`src/common/rv_pkg.sv`:
```
`default_nettype none

package rv_pkg;

    localparam int xlen = 32;

    typedef logic [xlen-1:0] word_t;
    typedef logic [4:0] reg_idx_t;

    // Immediate formats, code 6 is unused
    typedef enum logic [2:0] {
        imm_i     = 3'b000,
        imm_b     = 3'b001,
        imm_s     = 3'b010,
        imm_u     = 3'b011,
        imm_j     = 3'b100,
        imm_shamt = 3'b101,
        imm_none  = 3'b111
    } imm_type_t;

    typedef enum logic [3:0] {
        alu_add    = 4'd0,
        alu_sub    = 4'd1,
        alu_sll    = 4'd2,
        alu_slt    = 4'd3,
        alu_sltu   = 4'd4,
        alu_xor    = 4'd5,
        alu_srl    = 4'd6,
        alu_sra    = 4'd7,
        alu_or     = 4'd8,
        alu_and    = 4'd9,
        alu_pass_b = 4'd10
    } alu_op_t;

    // Major opcodes of the supported subset
    typedef enum logic [6:0] {
        op_lui    = 7'b0110111,
        op_auipc  = 7'b0010111,
        op_jal    = 7'b1101111,
        op_jalr   = 7'b1100111,
        op_branch = 7'b1100011,
        op_store  = 7'b0100011,
        op_op_imm = 7'b0010011,
        op_op     = 7'b0110011
    } opcode_t;

    typedef enum logic {
        sel_a_reg = 1'b0,
        sel_a_pc  = 1'b1
    } op_a_sel_t;

    typedef enum logic {
        sel_b_reg = 1'b0,
        sel_b_imm = 1'b1
    } op_b_sel_t;

    typedef enum logic [2:0] {
        cls_alu     = 3'd0,
        cls_jump    = 3'd1,
        cls_branch  = 3'd2,
        cls_store   = 3'd3,
        cls_illegal = 3'd4
    } instr_class_t;

    // Branch conditions in funct3
    localparam logic [2:0] f3_beq  = 3'b000;
    localparam logic [2:0] f3_bne  = 3'b001;
    localparam logic [2:0] f3_blt  = 3'b100;
    localparam logic [2:0] f3_bge  = 3'b101;
    localparam logic [2:0] f3_bltu = 3'b110;
    localparam logic [2:0] f3_bgeu = 3'b111;

    // Store sizes in funct3
    localparam logic [2:0] size_byte = 3'b000;
    localparam logic [2:0] size_half = 3'b001;
    localparam logic [2:0] size_word = 3'b010;

endpackage

`default_nettype wire
```
`src/verilog/rv_core_top.sv`:
```
`default_nettype none

module rv_core_top #(
    parameter int num_regs = 32
) (
    input  logic             clk,
    input  logic             reset,
    input  logic             instr_valid,
    input  rv_pkg::word_t    instr,
    input  rv_pkg::word_t    pc,
    output logic             wb_valid,
    output rv_pkg::reg_idx_t wb_rd,
    output rv_pkg::word_t    wb_data,
    output logic             redirect_valid,
    output rv_pkg::word_t    redirect_pc,
    output logic             store_valid,
    output rv_pkg::word_t    store_addr,
    output rv_pkg::word_t    store_data,
    output logic [2:0]       store_size,
    output logic             illegal
);

    import rv_pkg::*;

    localparam int idx_w = $clog2(num_regs);

    reg_idx_t     rs1;
    reg_idx_t     rs2;
    reg_idx_t     rd;
    imm_type_t    imm_type;
    alu_op_t      alu_op;
    op_a_sel_t    op_a_sel;
    op_b_sel_t    op_b_sel;
    instr_class_t instr_class;
    logic [2:0]   funct3;
    word_t        imm;
    word_t        rs1_data;
    word_t        rs2_data;
    word_t        ex_result;
    logic         ex_taken;
    word_t        ex_target;
    word_t        ex_store_addr;
    word_t        ex_store_data;
    logic         wr_en;
    logic [idx_w-1:0] wr_idx;
    word_t        wr_data;

    rv_decoder #(
        .num_regs(num_regs)
    ) i_decoder (
        .instr(instr),
        .rs1(rs1),
        .rs2(rs2),
        .rd(rd),
        .imm_type(imm_type),
        .alu_op(alu_op),
        .op_a_sel(op_a_sel),
        .op_b_sel(op_b_sel),
        .instr_class(instr_class),
        .funct3(funct3)
    );

    imm_extractor i_imm (
        .instr(instr),
        .imm_type(imm_type),
        .imm(imm)
    );

    reg_file #(
        .num_regs(num_regs)
    ) i_reg_file (
        .clk(clk),
        .reset(reset),
        .rs1(rs1),
        .rs2(rs2),
        .rs1_data(rs1_data),
        .rs2_data(rs2_data),
        .wr_en(wr_en),
        .wr_idx(wr_idx),
        .wr_data(wr_data)
    );

    rv_execute i_execute (
        .pc(pc),
        .rs1_data(rs1_data),
        .rs2_data(rs2_data),
        .imm(imm),
        .alu_op(alu_op),
        .op_a_sel(op_a_sel),
        .op_b_sel(op_b_sel),
        .instr_class(instr_class),
        .funct3(funct3),
        .result(ex_result),
        .redirect_taken(ex_taken),
        .redirect_pc(ex_target),
        .store_addr(ex_store_addr),
        .store_data(ex_store_data)
    );

    rv_result #(
        .num_regs(num_regs)
    ) i_result (
        .clk(clk),
        .reset(reset),
        .instr_valid(instr_valid),
        .instr_class(instr_class),
        .rd(rd),
        .result(ex_result),
        .redirect_taken(ex_taken),
        .ex_redirect_pc(ex_target),
        .ex_store_addr(ex_store_addr),
        .ex_store_data(ex_store_data),
        .funct3(funct3),
        .wb_valid(wb_valid),
        .wb_rd(wb_rd),
        .wb_data(wb_data),
        .redirect_valid(redirect_valid),
        .redirect_pc(redirect_pc),
        .store_valid(store_valid),
        .store_addr(store_addr),
        .store_data(store_data),
        .store_size(store_size),
        .illegal(illegal),
        .wr_en(wr_en),
        .wr_idx(wr_idx),
        .wr_data(wr_data)
    );

endmodule

`default_nettype wire

```
`src/verilog/rv_result.sv`:
```
`default_nettype none

module rv_result #(
    parameter int num_regs = 32
) (
    input  logic                        clk,
    input  logic                        reset,
    input  logic                        instr_valid,
    input  rv_pkg::instr_class_t        instr_class,
    input  rv_pkg::reg_idx_t            rd,
    input  rv_pkg::word_t               result,
    input  logic                        redirect_taken,
    input  rv_pkg::word_t               ex_redirect_pc,
    input  rv_pkg::word_t               ex_store_addr,
    input  rv_pkg::word_t               ex_store_data,
    input  logic [2:0]                  funct3,
    output logic                        wb_valid,
    output rv_pkg::reg_idx_t            wb_rd,
    output rv_pkg::word_t               wb_data,
    output logic                        redirect_valid,
    output rv_pkg::word_t               redirect_pc,
    output logic                        store_valid,
    output rv_pkg::word_t               store_addr,
    output rv_pkg::word_t               store_data,
    output logic [2:0]                  store_size,
    output logic                        illegal,
    output logic                        wr_en,
    output logic [$clog2(num_regs)-1:0] wr_idx,
    output rv_pkg::word_t               wr_data
);

    import rv_pkg::*;

    localparam int idx_w = $clog2(num_regs);

    logic writes_rd;

    assign writes_rd = (instr_class == cls_alu || instr_class == cls_jump) && rd != '0;

    always_ff @(posedge clk)
    begin
        if (reset)
        begin
            wb_valid       <= 1'b0;
            redirect_valid <= 1'b0;
            store_valid    <= 1'b0;
            illegal        <= 1'b0;
        end
        else
        begin
            wb_valid       <= instr_valid && writes_rd;
            redirect_valid <= instr_valid && redirect_taken;
            store_valid    <= instr_valid && instr_class == cls_store;
            illegal        <= instr_valid && instr_class == cls_illegal;
        end
    end

    always_ff @(posedge clk)
    begin
        if (instr_valid)
        begin
            wb_rd       <= rd;
            wb_data     <= result;
            redirect_pc <= ex_redirect_pc;
            store_addr  <= ex_store_addr;
            store_data  <= ex_store_data;
            store_size  <= funct3;
        end
    end

    // Register file takes the writeback one edge later
    assign wr_en   = wb_valid;
    assign wr_idx  = wb_rd[idx_w-1:0];
    assign wr_data = wb_data;

endmodule

`default_nettype wire

```
`src/verilog/rv_execute.sv`:
```
`default_nettype none

module rv_execute (
    input  rv_pkg::word_t        pc,
    input  rv_pkg::word_t        rs1_data,
    input  rv_pkg::word_t        rs2_data,
    input  rv_pkg::word_t        imm,
    input  rv_pkg::alu_op_t      alu_op,
    input  rv_pkg::op_a_sel_t    op_a_sel,
    input  rv_pkg::op_b_sel_t    op_b_sel,
    input  rv_pkg::instr_class_t instr_class,
    input  logic [2:0]           funct3,
    output rv_pkg::word_t        result,
    output logic                 redirect_taken,
    output rv_pkg::word_t        redirect_pc,
    output rv_pkg::word_t        store_addr,
    output rv_pkg::word_t        store_data
);

    import rv_pkg::*;

    word_t a;
    word_t b;
    word_t alu_out;
    logic  cond;

    assign a = (op_a_sel == sel_a_pc) ? pc : rs1_data;
    assign b = (op_b_sel == sel_b_imm) ? imm : rs2_data;

    always_comb
    begin
        case (alu_op)
            alu_add:    alu_out = a + b;
            alu_sub:    alu_out = a - b;
            alu_sll:    alu_out = a << b[4:0];
            alu_slt:    alu_out = {{(xlen-1){1'b0}}, $signed(a) < $signed(b)};
            alu_sltu:   alu_out = {{(xlen-1){1'b0}}, a < b};
            alu_xor:    alu_out = a ^ b;
            alu_srl:    alu_out = a >> b[4:0];
            alu_sra:    alu_out = word_t'($signed(a) >>> b[4:0]);
            alu_or:     alu_out = a | b;
            alu_and:    alu_out = a & b;
            alu_pass_b: alu_out = b;
            default:    alu_out = '0;
        endcase
    end

    // Branch compare works on the registers, the adder forms the target
    always_comb
    begin
        case (funct3)
            f3_beq:  cond = rs1_data == rs2_data;
            f3_bne:  cond = rs1_data != rs2_data;
            f3_blt:  cond = $signed(rs1_data) < $signed(rs2_data);
            f3_bge:  cond = $signed(rs1_data) >= $signed(rs2_data);
            f3_bltu: cond = rs1_data < rs2_data;
            f3_bgeu: cond = rs1_data >= rs2_data;
            default: cond = 1'b0;
        endcase
    end

    assign result = (instr_class == cls_jump) ? pc + 32'd4 : alu_out;

    assign redirect_taken = (instr_class == cls_jump)
                         || (instr_class == cls_branch && cond);

    // jalr drops bit 0 of the register based target
    assign redirect_pc = (op_a_sel == sel_a_reg) ? {alu_out[xlen-1:1], 1'b0} : alu_out;

    assign store_addr = alu_out;

    always_comb
    begin
        case (funct3)
            size_byte: store_data = {24'd0, rs2_data[7:0]};
            size_half: store_data = {16'd0, rs2_data[15:0]};
            default:   store_data = rs2_data;
        endcase
    end

endmodule

`default_nettype wire

```
`src/verilog/reg_file.sv`:
```
`default_nettype none

module reg_file #(
    parameter int num_regs = 32
) (
    input  logic                        clk,
    input  logic                        reset,
    input  rv_pkg::reg_idx_t            rs1,
    input  rv_pkg::reg_idx_t            rs2,
    output rv_pkg::word_t               rs1_data,
    output rv_pkg::word_t               rs2_data,
    input  logic                        wr_en,
    input  logic [$clog2(num_regs)-1:0] wr_idx,
    input  rv_pkg::word_t               wr_data
);

    import rv_pkg::*;

    localparam int idx_w = $clog2(num_regs);

    word_t regs [num_regs];

    // x0 and indices past the file read as zero
    assign rs1_data = (rs1 == '0 || int'(rs1) >= num_regs) ? '0 : regs[rs1[idx_w-1:0]];
    assign rs2_data = (rs2 == '0 || int'(rs2) >= num_regs) ? '0 : regs[rs2[idx_w-1:0]];

    always_ff @(posedge clk)
    begin
        if (reset)
        begin
            for (int i = 0; i < num_regs; i++)
            begin
                regs[i] <= '0;
            end
        end
        else if (wr_en && wr_idx != '0)
        begin
            regs[wr_idx] <= wr_data;
        end
    end

endmodule

`default_nettype wire

```
`src/decode/rv_decoder.sv`:
```
`default_nettype none

module rv_decoder #(
    parameter int num_regs = 32
) (
    input  rv_pkg::word_t        instr,
    output rv_pkg::reg_idx_t     rs1,
    output rv_pkg::reg_idx_t     rs2,
    output rv_pkg::reg_idx_t     rd,
    output rv_pkg::imm_type_t    imm_type,
    output rv_pkg::alu_op_t      alu_op,
    output rv_pkg::op_a_sel_t    op_a_sel,
    output rv_pkg::op_b_sel_t    op_b_sel,
    output rv_pkg::instr_class_t instr_class,
    output logic [2:0]           funct3
);

    import rv_pkg::*;

    logic [6:0]   funct7;
    instr_class_t cls;
    logic         uses_rs1;
    logic         uses_rs2;
    logic         uses_rd;
    logic         bad_index;

    assign rs1    = instr[19:15];
    assign rs2    = instr[24:20];
    assign rd     = instr[11:7];
    assign funct3 = instr[14:12];
    assign funct7 = instr[31:25];

    // RV32E has only sixteen registers
    assign bad_index = (uses_rs1 && int'(rs1) >= num_regs)
                    || (uses_rs2 && int'(rs2) >= num_regs)
                    || (uses_rd && int'(rd) >= num_regs);

    assign instr_class = bad_index ? cls_illegal : cls;

    always_comb
    begin
        imm_type = imm_none;
        alu_op   = alu_add;
        op_a_sel = sel_a_reg;
        op_b_sel = sel_b_reg;
        cls      = cls_illegal;
        uses_rs1 = 1'b0;
        uses_rs2 = 1'b0;
        uses_rd  = 1'b0;
        case (opcode_t'(instr[6:0]))
            op_lui:
            begin
                imm_type = imm_u;
                alu_op   = alu_pass_b;
                op_b_sel = sel_b_imm;
                uses_rd  = 1'b1;
                cls      = cls_alu;
            end
            op_auipc:
            begin
                imm_type = imm_u;
                op_a_sel = sel_a_pc;
                op_b_sel = sel_b_imm;
                uses_rd  = 1'b1;
                cls      = cls_alu;
            end
            // Target comes from the adder, link value from execute
            op_jal:
            begin
                imm_type = imm_j;
                op_a_sel = sel_a_pc;
                op_b_sel = sel_b_imm;
                uses_rd  = 1'b1;
                cls      = cls_jump;
            end
            op_jalr:
            begin
                imm_type = imm_i;
                op_b_sel = sel_b_imm;
                uses_rs1 = 1'b1;
                uses_rd  = 1'b1;
                cls      = (funct3 == 3'b000) ? cls_jump : cls_illegal;
            end
            op_branch:
            begin
                imm_type = imm_b;
                op_a_sel = sel_a_pc;
                op_b_sel = sel_b_imm;
                uses_rs1 = 1'b1;
                uses_rs2 = 1'b1;
                cls      = (funct3[2:1] == 2'b01) ? cls_illegal : cls_branch;
            end
            op_store:
            begin
                imm_type = imm_s;
                op_b_sel = sel_b_imm;
                uses_rs1 = 1'b1;
                uses_rs2 = 1'b1;
                cls      = (funct3 <= size_word) ? cls_store : cls_illegal;
            end
            op_op_imm, op_op:
            begin
                uses_rs1 = 1'b1;
                uses_rd  = 1'b1;
                if (instr[5])
                begin
                    uses_rs2 = 1'b1;
                end
                else
                begin
                    op_b_sel = sel_b_imm;
                    imm_type = (funct3[1:0] == 2'b01) ? imm_shamt : imm_i;
                end
                cls = cls_alu;
                case (funct3)
                    3'd0: alu_op = (instr[5] && funct7[5]) ? alu_sub : alu_add;
                    3'd1: alu_op = alu_sll;
                    3'd2: alu_op = alu_slt;
                    3'd3: alu_op = alu_sltu;
                    3'd4: alu_op = alu_xor;
                    3'd5: alu_op = funct7[5] ? alu_sra : alu_srl;
                    3'd6: alu_op = alu_or;
                    default: alu_op = alu_and;
                endcase
                // funct7 only matters for OP and for immediate shifts
                if (instr[5] || funct3[1:0] == 2'b01)
                begin
                    if (funct7 == 7'b0100000)
                    begin
                        if (funct3 != 3'd5 && !(instr[5] && funct3 == 3'd0))
                        begin
                            cls = cls_illegal;
                        end
                    end
                    else if (funct7 != 7'b0000000)
                    begin
                        cls = cls_illegal;
                    end
                end
            end
            default:
            begin
                cls = cls_illegal;
            end
        endcase
    end

endmodule

`default_nettype wire

```
`src/decode/imm_extractor.sv`:
```
`default_nettype none

module imm_extractor (
    input  rv_pkg::word_t     instr,
    input  rv_pkg::imm_type_t imm_type,
    output rv_pkg::word_t     imm
);

    import rv_pkg::*;

    logic sign;

    // Bit 31 carries the sign in every signed format
    assign sign = instr[31];

    always_comb
    begin
        case (imm_type)
            // Loads of ALU immediates and jalr
            imm_i:
            begin
                imm = {{20{sign}}, instr[31:20]};
            end
            // Branch offset, always even
            imm_b:
            begin
                imm = {{19{sign}}, sign, instr[7], instr[30:25], instr[11:8], 1'b0};
            end
            imm_s:
            begin
                imm = {{20{sign}}, instr[31:25], instr[11:7]};
            end
            // Upper twenty bits, low bits zero
            imm_u:
            begin
                imm = {instr[31:12], 12'd0};
            end
            // Jump offset for jal only
            imm_j:
            begin
                imm = {{11{sign}}, sign, instr[19:12], instr[20], instr[30:21], 1'b0};
            end
            imm_shamt:
            begin
                imm = {27'd0, instr[24:20]};
            end
            default:
            begin
                imm = '0;
            end
        endcase
    end

endmodule

`default_nettype wire

```
`config.mk`:
```
export PLATFORM = sky130hd
export DESIGN_NAME = rv_core_top
export DESIGN_NICKNAME = d
export VERILOG_FILES = /design/src/common/rv_pkg.sv /design/src/verilog/rv_core_top.sv /design/src/verilog/rv_result.sv /design/src/verilog/rv_execute.sv /design/src/verilog/reg_file.sv /design/src/decode/rv_decoder.sv /design/src/decode/imm_extractor.sv
export SDC_FILE = /design/constraint.sdc
export NUM_CORES = 2
export LEC_CHECK = 0
export BUFFER_PORTS_ARGS = -buffer_cell sky130_fd_sc_hd__buf_2
export CAP_MARGIN = 10
export CORE_MARGIN = 3
export CORE_UTILIZATION = 34
export CTS_CLUSTER_SIZE = 25
export DETAILED_ROUTE_END_ITERATION = 8
export GPL_TIMING_DRIVEN = 1
export PLACE_DENSITY = 0.58
export SYNTH_ARGS = -nofsm -noshare
export SYNTH_HDL_FRONTEND = slang
export SYNTH_SLANG_ARGS = --single-unit
```
`constraint.sdc`:
```
create_clock -name clk -period 13.3 [get_ports clk]
set_clock_uncertainty 0.15 [all_clocks]
set_input_delay 1.33 -clock clk [delete_from_list [all_inputs] [get_ports clk]]
set_output_delay 1.33 -clock clk [all_outputs]
set_load 0.005 [all_outputs]
```
* Word-level counts from Yosys, hierarchy flattened
Memory sizes are Yosys's and may differ from the RTL's. Index checks and enable logic that the tools add are counted.
Storage, ports and cells: input bits 67, logic and storage cells 131, output and inout port bits 140, bits in writable memories 1024, flip-flop bits (word level) 140, memories 1
Operators by class: bitwise gates (word level) 3, add/sub/neg operators 3, reductions and logical operators 28, multiplexer cells 35, order comparisons 7, shift operators 3, equality and inequality tests 40
Memory list:
- i_reg_file.regs | depth 32, bits a word 32, read ports 2, clocked after memory_dff 0, write ports 32, RTL line reg_file.sv:21 | word_t regs [num_regs];
Operators by type and width (number):
- $pmux W32 S11 | 1
- $mux W32 | 6
- $pmux W32 S6 | 1
- $lt A32 B32 Y1 | 4
- $ge A32 B32 Y1 | 2
- $pmux W32 S2 | 1
- $pmux W3 S6 | 2
- $add A32 B3 Y32 const B | 1
- $add A32 B32 Y32 | 1
- $and A32 B32 Y32 | 1
- $eq A32 B32 Y1 | 1
- $ne A32 B32 Y1 | 1
- $or A32 B32 Y32 | 1
- $reduce_or A32 Y1 | 1
- $shl A32 B5 Y32 | 1
- $shr A32 B5 Y32 | 1
- $sshr A32 B5 Y32 | 1
- $sub A32 B32 Y32 | 1
- $xor A32 B32 Y32 | 1
- $eq A7 B6 Y1 const B | 4
- $pmux W4 S7 | 1
- $mux W3 | 9
- $eq A3 B3 Y1 const B | 7
- $eq A7 B7 Y1 const B | 3
- 26 further kinds | 66

* Depth between registers and ports, before layout
depth in word-level cells 12, depth in mapped cells 30, gate-level depth less buffers 20

* Hierarchy
Synthesis repeated with hierarchy kept, for this count alone.
Second synthesis, totals: cells, all modules 5832, area, all modules 72807.3 um2
Modules (own cells, without submodules):
- reg_file | cells an instance 3502, seq. area each 30749.5 um2, area each 54250.8 um2, times used 1
- rv_execute | cells an instance 1964, seq. area each 0.0 um2, area each 12946.2 um2, times used 1
- rv_result | cells an instance 187, seq. area each 4164.0 um2, area each 4513.1 um2, times used 1
- rv_decoder | cells an instance 92, seq. area each 0.0 um2, area each 601.8 um2, times used 1
- imm_extractor | cells an instance 87, seq. area each 0.0 um2, area each 495.5 um2, times used 1

* Worst setup path after synthesis
No wires, ideal clock.
kind input port to flip-flop, start point input port instr[20], end point register i_result.wb_data[31] (data pin), buffers on the path 10, required time 12.890 ns, arrival 7.048 ns, setup time 0.260 ns, stages on the path 29, slack 5.842 ns, cell sequence buf_6 buf_8 buf_8 buf_6 buf_4 buf_6 buf_4 buf_4 buf_2 mux4_2 nand2_1 nand2_1 a22oi_1 nand3_1 o211ai_1 o21ai_0 ha_1 clkbuf_1 or3_1 nor2_1 o21a_1 o21ai_0 a2111oi_0 nor3_1 o31ai_1 o211a_1 xnor2_1 a211o_1 mux2_2
Between the ends: longest elaborated chain between the ends 6, elaborated cells on any way between the ends 15, classes of those cells add/sub (2); shift (3); mux (5); bitwise (3); reduce/logical (1); memory (1)
Ends and longest elaborated chain:
- start, declared | RTL line rv_core_top.sv:9 | input rv_pkg::word_t instr,
- $mem_v2 Z32 W32 or $logic_not A5 Y1 (tied branches)
- $mux W32 | RTL line reg_file.sv:25 | assign rs2_data = (rs2 == '0 || int'(rs2) >= num_regs) ? '0 : regs[rs2[idx_w-1:0]];
- $mux W32 (*) | RTL line rv_execute.sv:28 | assign b = (op_b_sel == sel_b_imm) ? imm : rs2_data;
- $sub A32 B32 Y32, or another cell as far along | RTL line rv_execute.sv:34 | alu_sub: alu_out = a - b;
- $pmux W32 S11 (*) | RTL line rv_execute.sv:32 | case (alu_op)
- via ex_store_addr[31] | RTL line rv_core_top.sv:42 | word_t ex_store_addr;
- $mux W32 (*) | RTL line rv_execute.sv:62 | assign result = (instr_class == cls_jump) ? pc + 32'd4 : alu_out;
- via ex_result[31] | RTL line rv_core_top.sv:39 | word_t ex_result;
- end signal, assigned | RTL line rv_result.sv:63 | wb_data <= result;
- end, declared | RTL line rv_result.sv:19 | output rv_pkg::word_t wb_data,
Mark *: on every way through the listed nets, which the timed path passes. The rest lies on a longest branch. A chain may end at the register's enable or synchronous reset.

* Final worst setup path
start point input port instr[23], end point register i_result.wb_data[24] (data pin)
Between the ends: longest elaborated chain between the ends 6, elaborated cells on any way between the ends 15, classes of those cells add/sub (2); shift (3); mux (5); bitwise (3); reduce/logical (1); memory (1)
Ends and longest elaborated chain (RTL line):
- $mem_v2 Z32 W32 or $logic_not A5 Y1 (tied branches)
- $mux W32 | reg_file.sv:25
- $mux W32 (*) | rv_execute.sv:28
- $sub A32 B32 Y32, or another cell as far along | rv_execute.sv:34
- $pmux W32 S11 (*) | rv_execute.sv:32
- $mux W32 (*) | rv_execute.sv:62
- via ex_result[24] | rv_core_top.sv:39
Marks and branches as above.

==> results.yml <==
critical_path:
  worstSetupPathType: "in2reg"
  path_max_fanout: 42
  worst-path-buf-inv: 3
  cp.required_ns: 13.66
  critPathLaunch: "instr[23]"
  worstPathArrival_ns: 9.56
  slowest_stage: "a311oi_1"
  crit_path_cell_trace: "buf_2, buf_4, nor2b_1, a22o_1, a311o_1, nand4_1, and2_4, inv_4, ha_1, fa_1, nand2b_1, a221oi_1, o21ai_0, a211oi_1, o21ai_0, a311oi_1, a31oi_1, mux2i_1, nor2_1, nor4_1, a31oi_1"
  r2r_start: "i_reg_file.regs[28][0]"
  cp-start-kind: "input port"
  end_kind: "register"
  cpPeakStageDelay_ns: 0.90
  critPathTopFamily: "compound AO/OA/AOI/OAI gates"
floorplanning:
  core_area_sq_mm: 0.206
  placement_rows: 166
  io_pins: 207
  die_y_um: 462
  die_x_um: 462
  initial_core_util_pct: 34.4
  dieArea_sq_mm: 0.214
grt:
  grt_max_degree: 125
  antenna_found_initial: 29
  gr-total-overflow: 0
  grt_pass1_vias: 51300
  grtUsageTotal_pct: 27.0
  grt_pass1_wl_um: 409000
timing:
  drv_slew: 0
  period_share_pct: 69.1
  max_freq_mhz: 109
  hold_ws_ns: 0.745
  rsz0062_at_grt: "false"
  setup_tns_ns: 0
  finalSetupViolCount: 0
  finalHoldViolCount: 0
  worst_pin_slew_ns: 1.37
  slew_headroom_pct: 7.82
  min_period_ns: 9.19
yosys:
  netlist_top_cells_area: "edfxtp_1 48%, mux4_2 9.7%, and2_1 9.0%, mux2i_1 9.0%, a22oi_1 2.5%"
  synth.top_cell.area_share_pct: 47.9
  ys_ff_latch: 1133
  syn_area_sq_mm: 0.0707
  synthMostInstantiatedCell: "edfxtp_1"
  ys_warn_count: 0
  synth_edf_count: 1129
  yosysUniqueCellTypes: 105
  synth-main-ff-cell: "edfxtp_1"
  yosysTopAreaCell: "edfxtp_1"
  synth_common_cells: "1129 x edfxtp_1, 1020 x and2_1, 633 x mux2i_1, 332 x clkbuf_1, 306 x mux4_2"
  ys_async_sr_fraction_pct: 0
  avgSynthCellArea_sq_um: 12.0
  synth-seq-area-share_pct: 48.0
  synthesis.instances: 5875
route:
  totalWireLength_um: 294000
  drt-pass1-iter-count: 6
  drc: 0
  via_count: 52700
  avgRoutedWirePerCell_um: 33.5
  first_iter_violations: 6989
  via_per_inst: 6.01
  ant_nets: 0
power_and_ir_drop:
  peakVddDrop_mv: 0.157
  cellPowerDensity_mw_per_mm2: 134
  p_leak_nw: 30.0
worst_hold_path:
  worstHoldStart: "instr[8]"
  hold_class: "in2reg"
clock_network:
  clock_latency_ns: 0.81
  cts_resized: 0
  ctsLongestPathBuffers: 3
  clock-root-buffer: "clkbuf_16"
  cts_tree: "built"
  postCtsHoldBufs: 0
  postCtsSetupBuffers: 0
  htreeDepth: 4
  cts.sinks: 1133
  clk_pin_slew_ns: 0.06
  numCtsBuffers: 131
flow_run:
  max-cap-violations: 0
finish:
  final-seq-area_sq_mm: 0.0340
  layout-drive-gt1-share_pct: 18.3
  multi_input_area_sq_mm: 0.0340
  synthToLayoutAreaGrowth_pct: 11.1
  nets: 6103
  fill_cells: 19600
outcome:
  status: "finished, final reports clean"
placed_design:
  dp_hpwl_um: 200000
  io_buffer_count: 206
  gp_congestion: 1.00
per-stage QoR:
stage / cell area (sq um) / util (%) / power (W) / worst slack, ns / std cells
detailed placement: 74600 / 36.2 / 0.00703 / 3.50 / 8542
floorplan: 70900 / - / 0.00588 / 5.84 / 5906
global route: 78600 / 38.2 / 0.0109 / 3.95 / 8774
finish: 78600 / 38.2 / 0.0105 / 4.11 / 8777
global placement: 74600 / 36.2 / 0.00703 / 3.45 / 8541
CTS: 78600 / 38.2 / 0.0105 / 4.34 / 8774
sequential cells by signal (all words and copies together) (netlist names):
signal and cells:
i_reg_file.regs 1024, i_result.store_addr 32, i_result.store_data 32, i_result.wb_data 32, i_result.wb_rd 5, i_result.store_size 3
i_result.illegal 1, i_result.redirect_pc 1, i_result.redirect_valid 1, i_result.store_valid 1, i_result.wb_valid 1
routing by layer:
layer	share of wire [%]	track usage [%]
met3	8.8	4.58
met5	0.015	0
met1	41	36.5
met2	47	43.9
met4	3.5	8.97
placed cells by master, fill, tap and decap left out, types with 49 or more instances in the layout:
cell type,netlist,layout
a22oi_1,235,235
nor3_1,53,50
edfxtp_1,1129,1129
nand3_1,49,49
clkbuf_16,0,133
ha_1,131,131
buf_2,94,201
nor2_1,239,203
mux2i_1,633,633
buf_4,81,212
nand2_1,195,195
and2_1,1020,1019
mux4_2,306,306
o21ai_0,127,125
inv_1,113,113
mux2_2,57,57
a21oi_1,251,250
cell families after synthesis:
group,count (synthesis),synth area share (%)
buf+inv,675,4.49
fa+ha+maj,133,2.37
mux,999,19.7
other cells,1,0.00530
xor+xnor,52,0.644
flops,1133,48.0
compound gates,1074,10.4
simple gates,1808,14.4
power breakdown:
part	switching [W]	internal, W	total [W]
combinational	0.00187	0.000863	0.00273
sequential	0.000139	0.00415	0.00429
clock	0.00157	0.00194	0.00350
total	0.00358	0.00695	0.0105
final cells by class:
cell class / instances / area share (%)
Sequential cell: 1133 / 43.2
Antenna cell: 3 / 0.00955
Tap cell: 2772 / 4.41
Clock buffer: 168 / 4.41
Multi-Input combinational cell: 4098 / 43.2
Clock inverter: 64 / 0.724
Timing Repair Buffer: 420 / 3.46
Inverter: 119 / 0.574
final timing paths:
kind / endpoint / slack (ns) / cells after the start
worst max-delay path: i_result.wb_data[24] / 4.11 / 21
worst min-delay path: i_result.wb_rd[1] / 0.75 / 1
worst max register to register: i_result.wb_data[29] / 5.66 / 19
worst min register to register: i_reg_file.regs[1][18] / 0.75 / 2
Power figures use the tool's default switching activity.
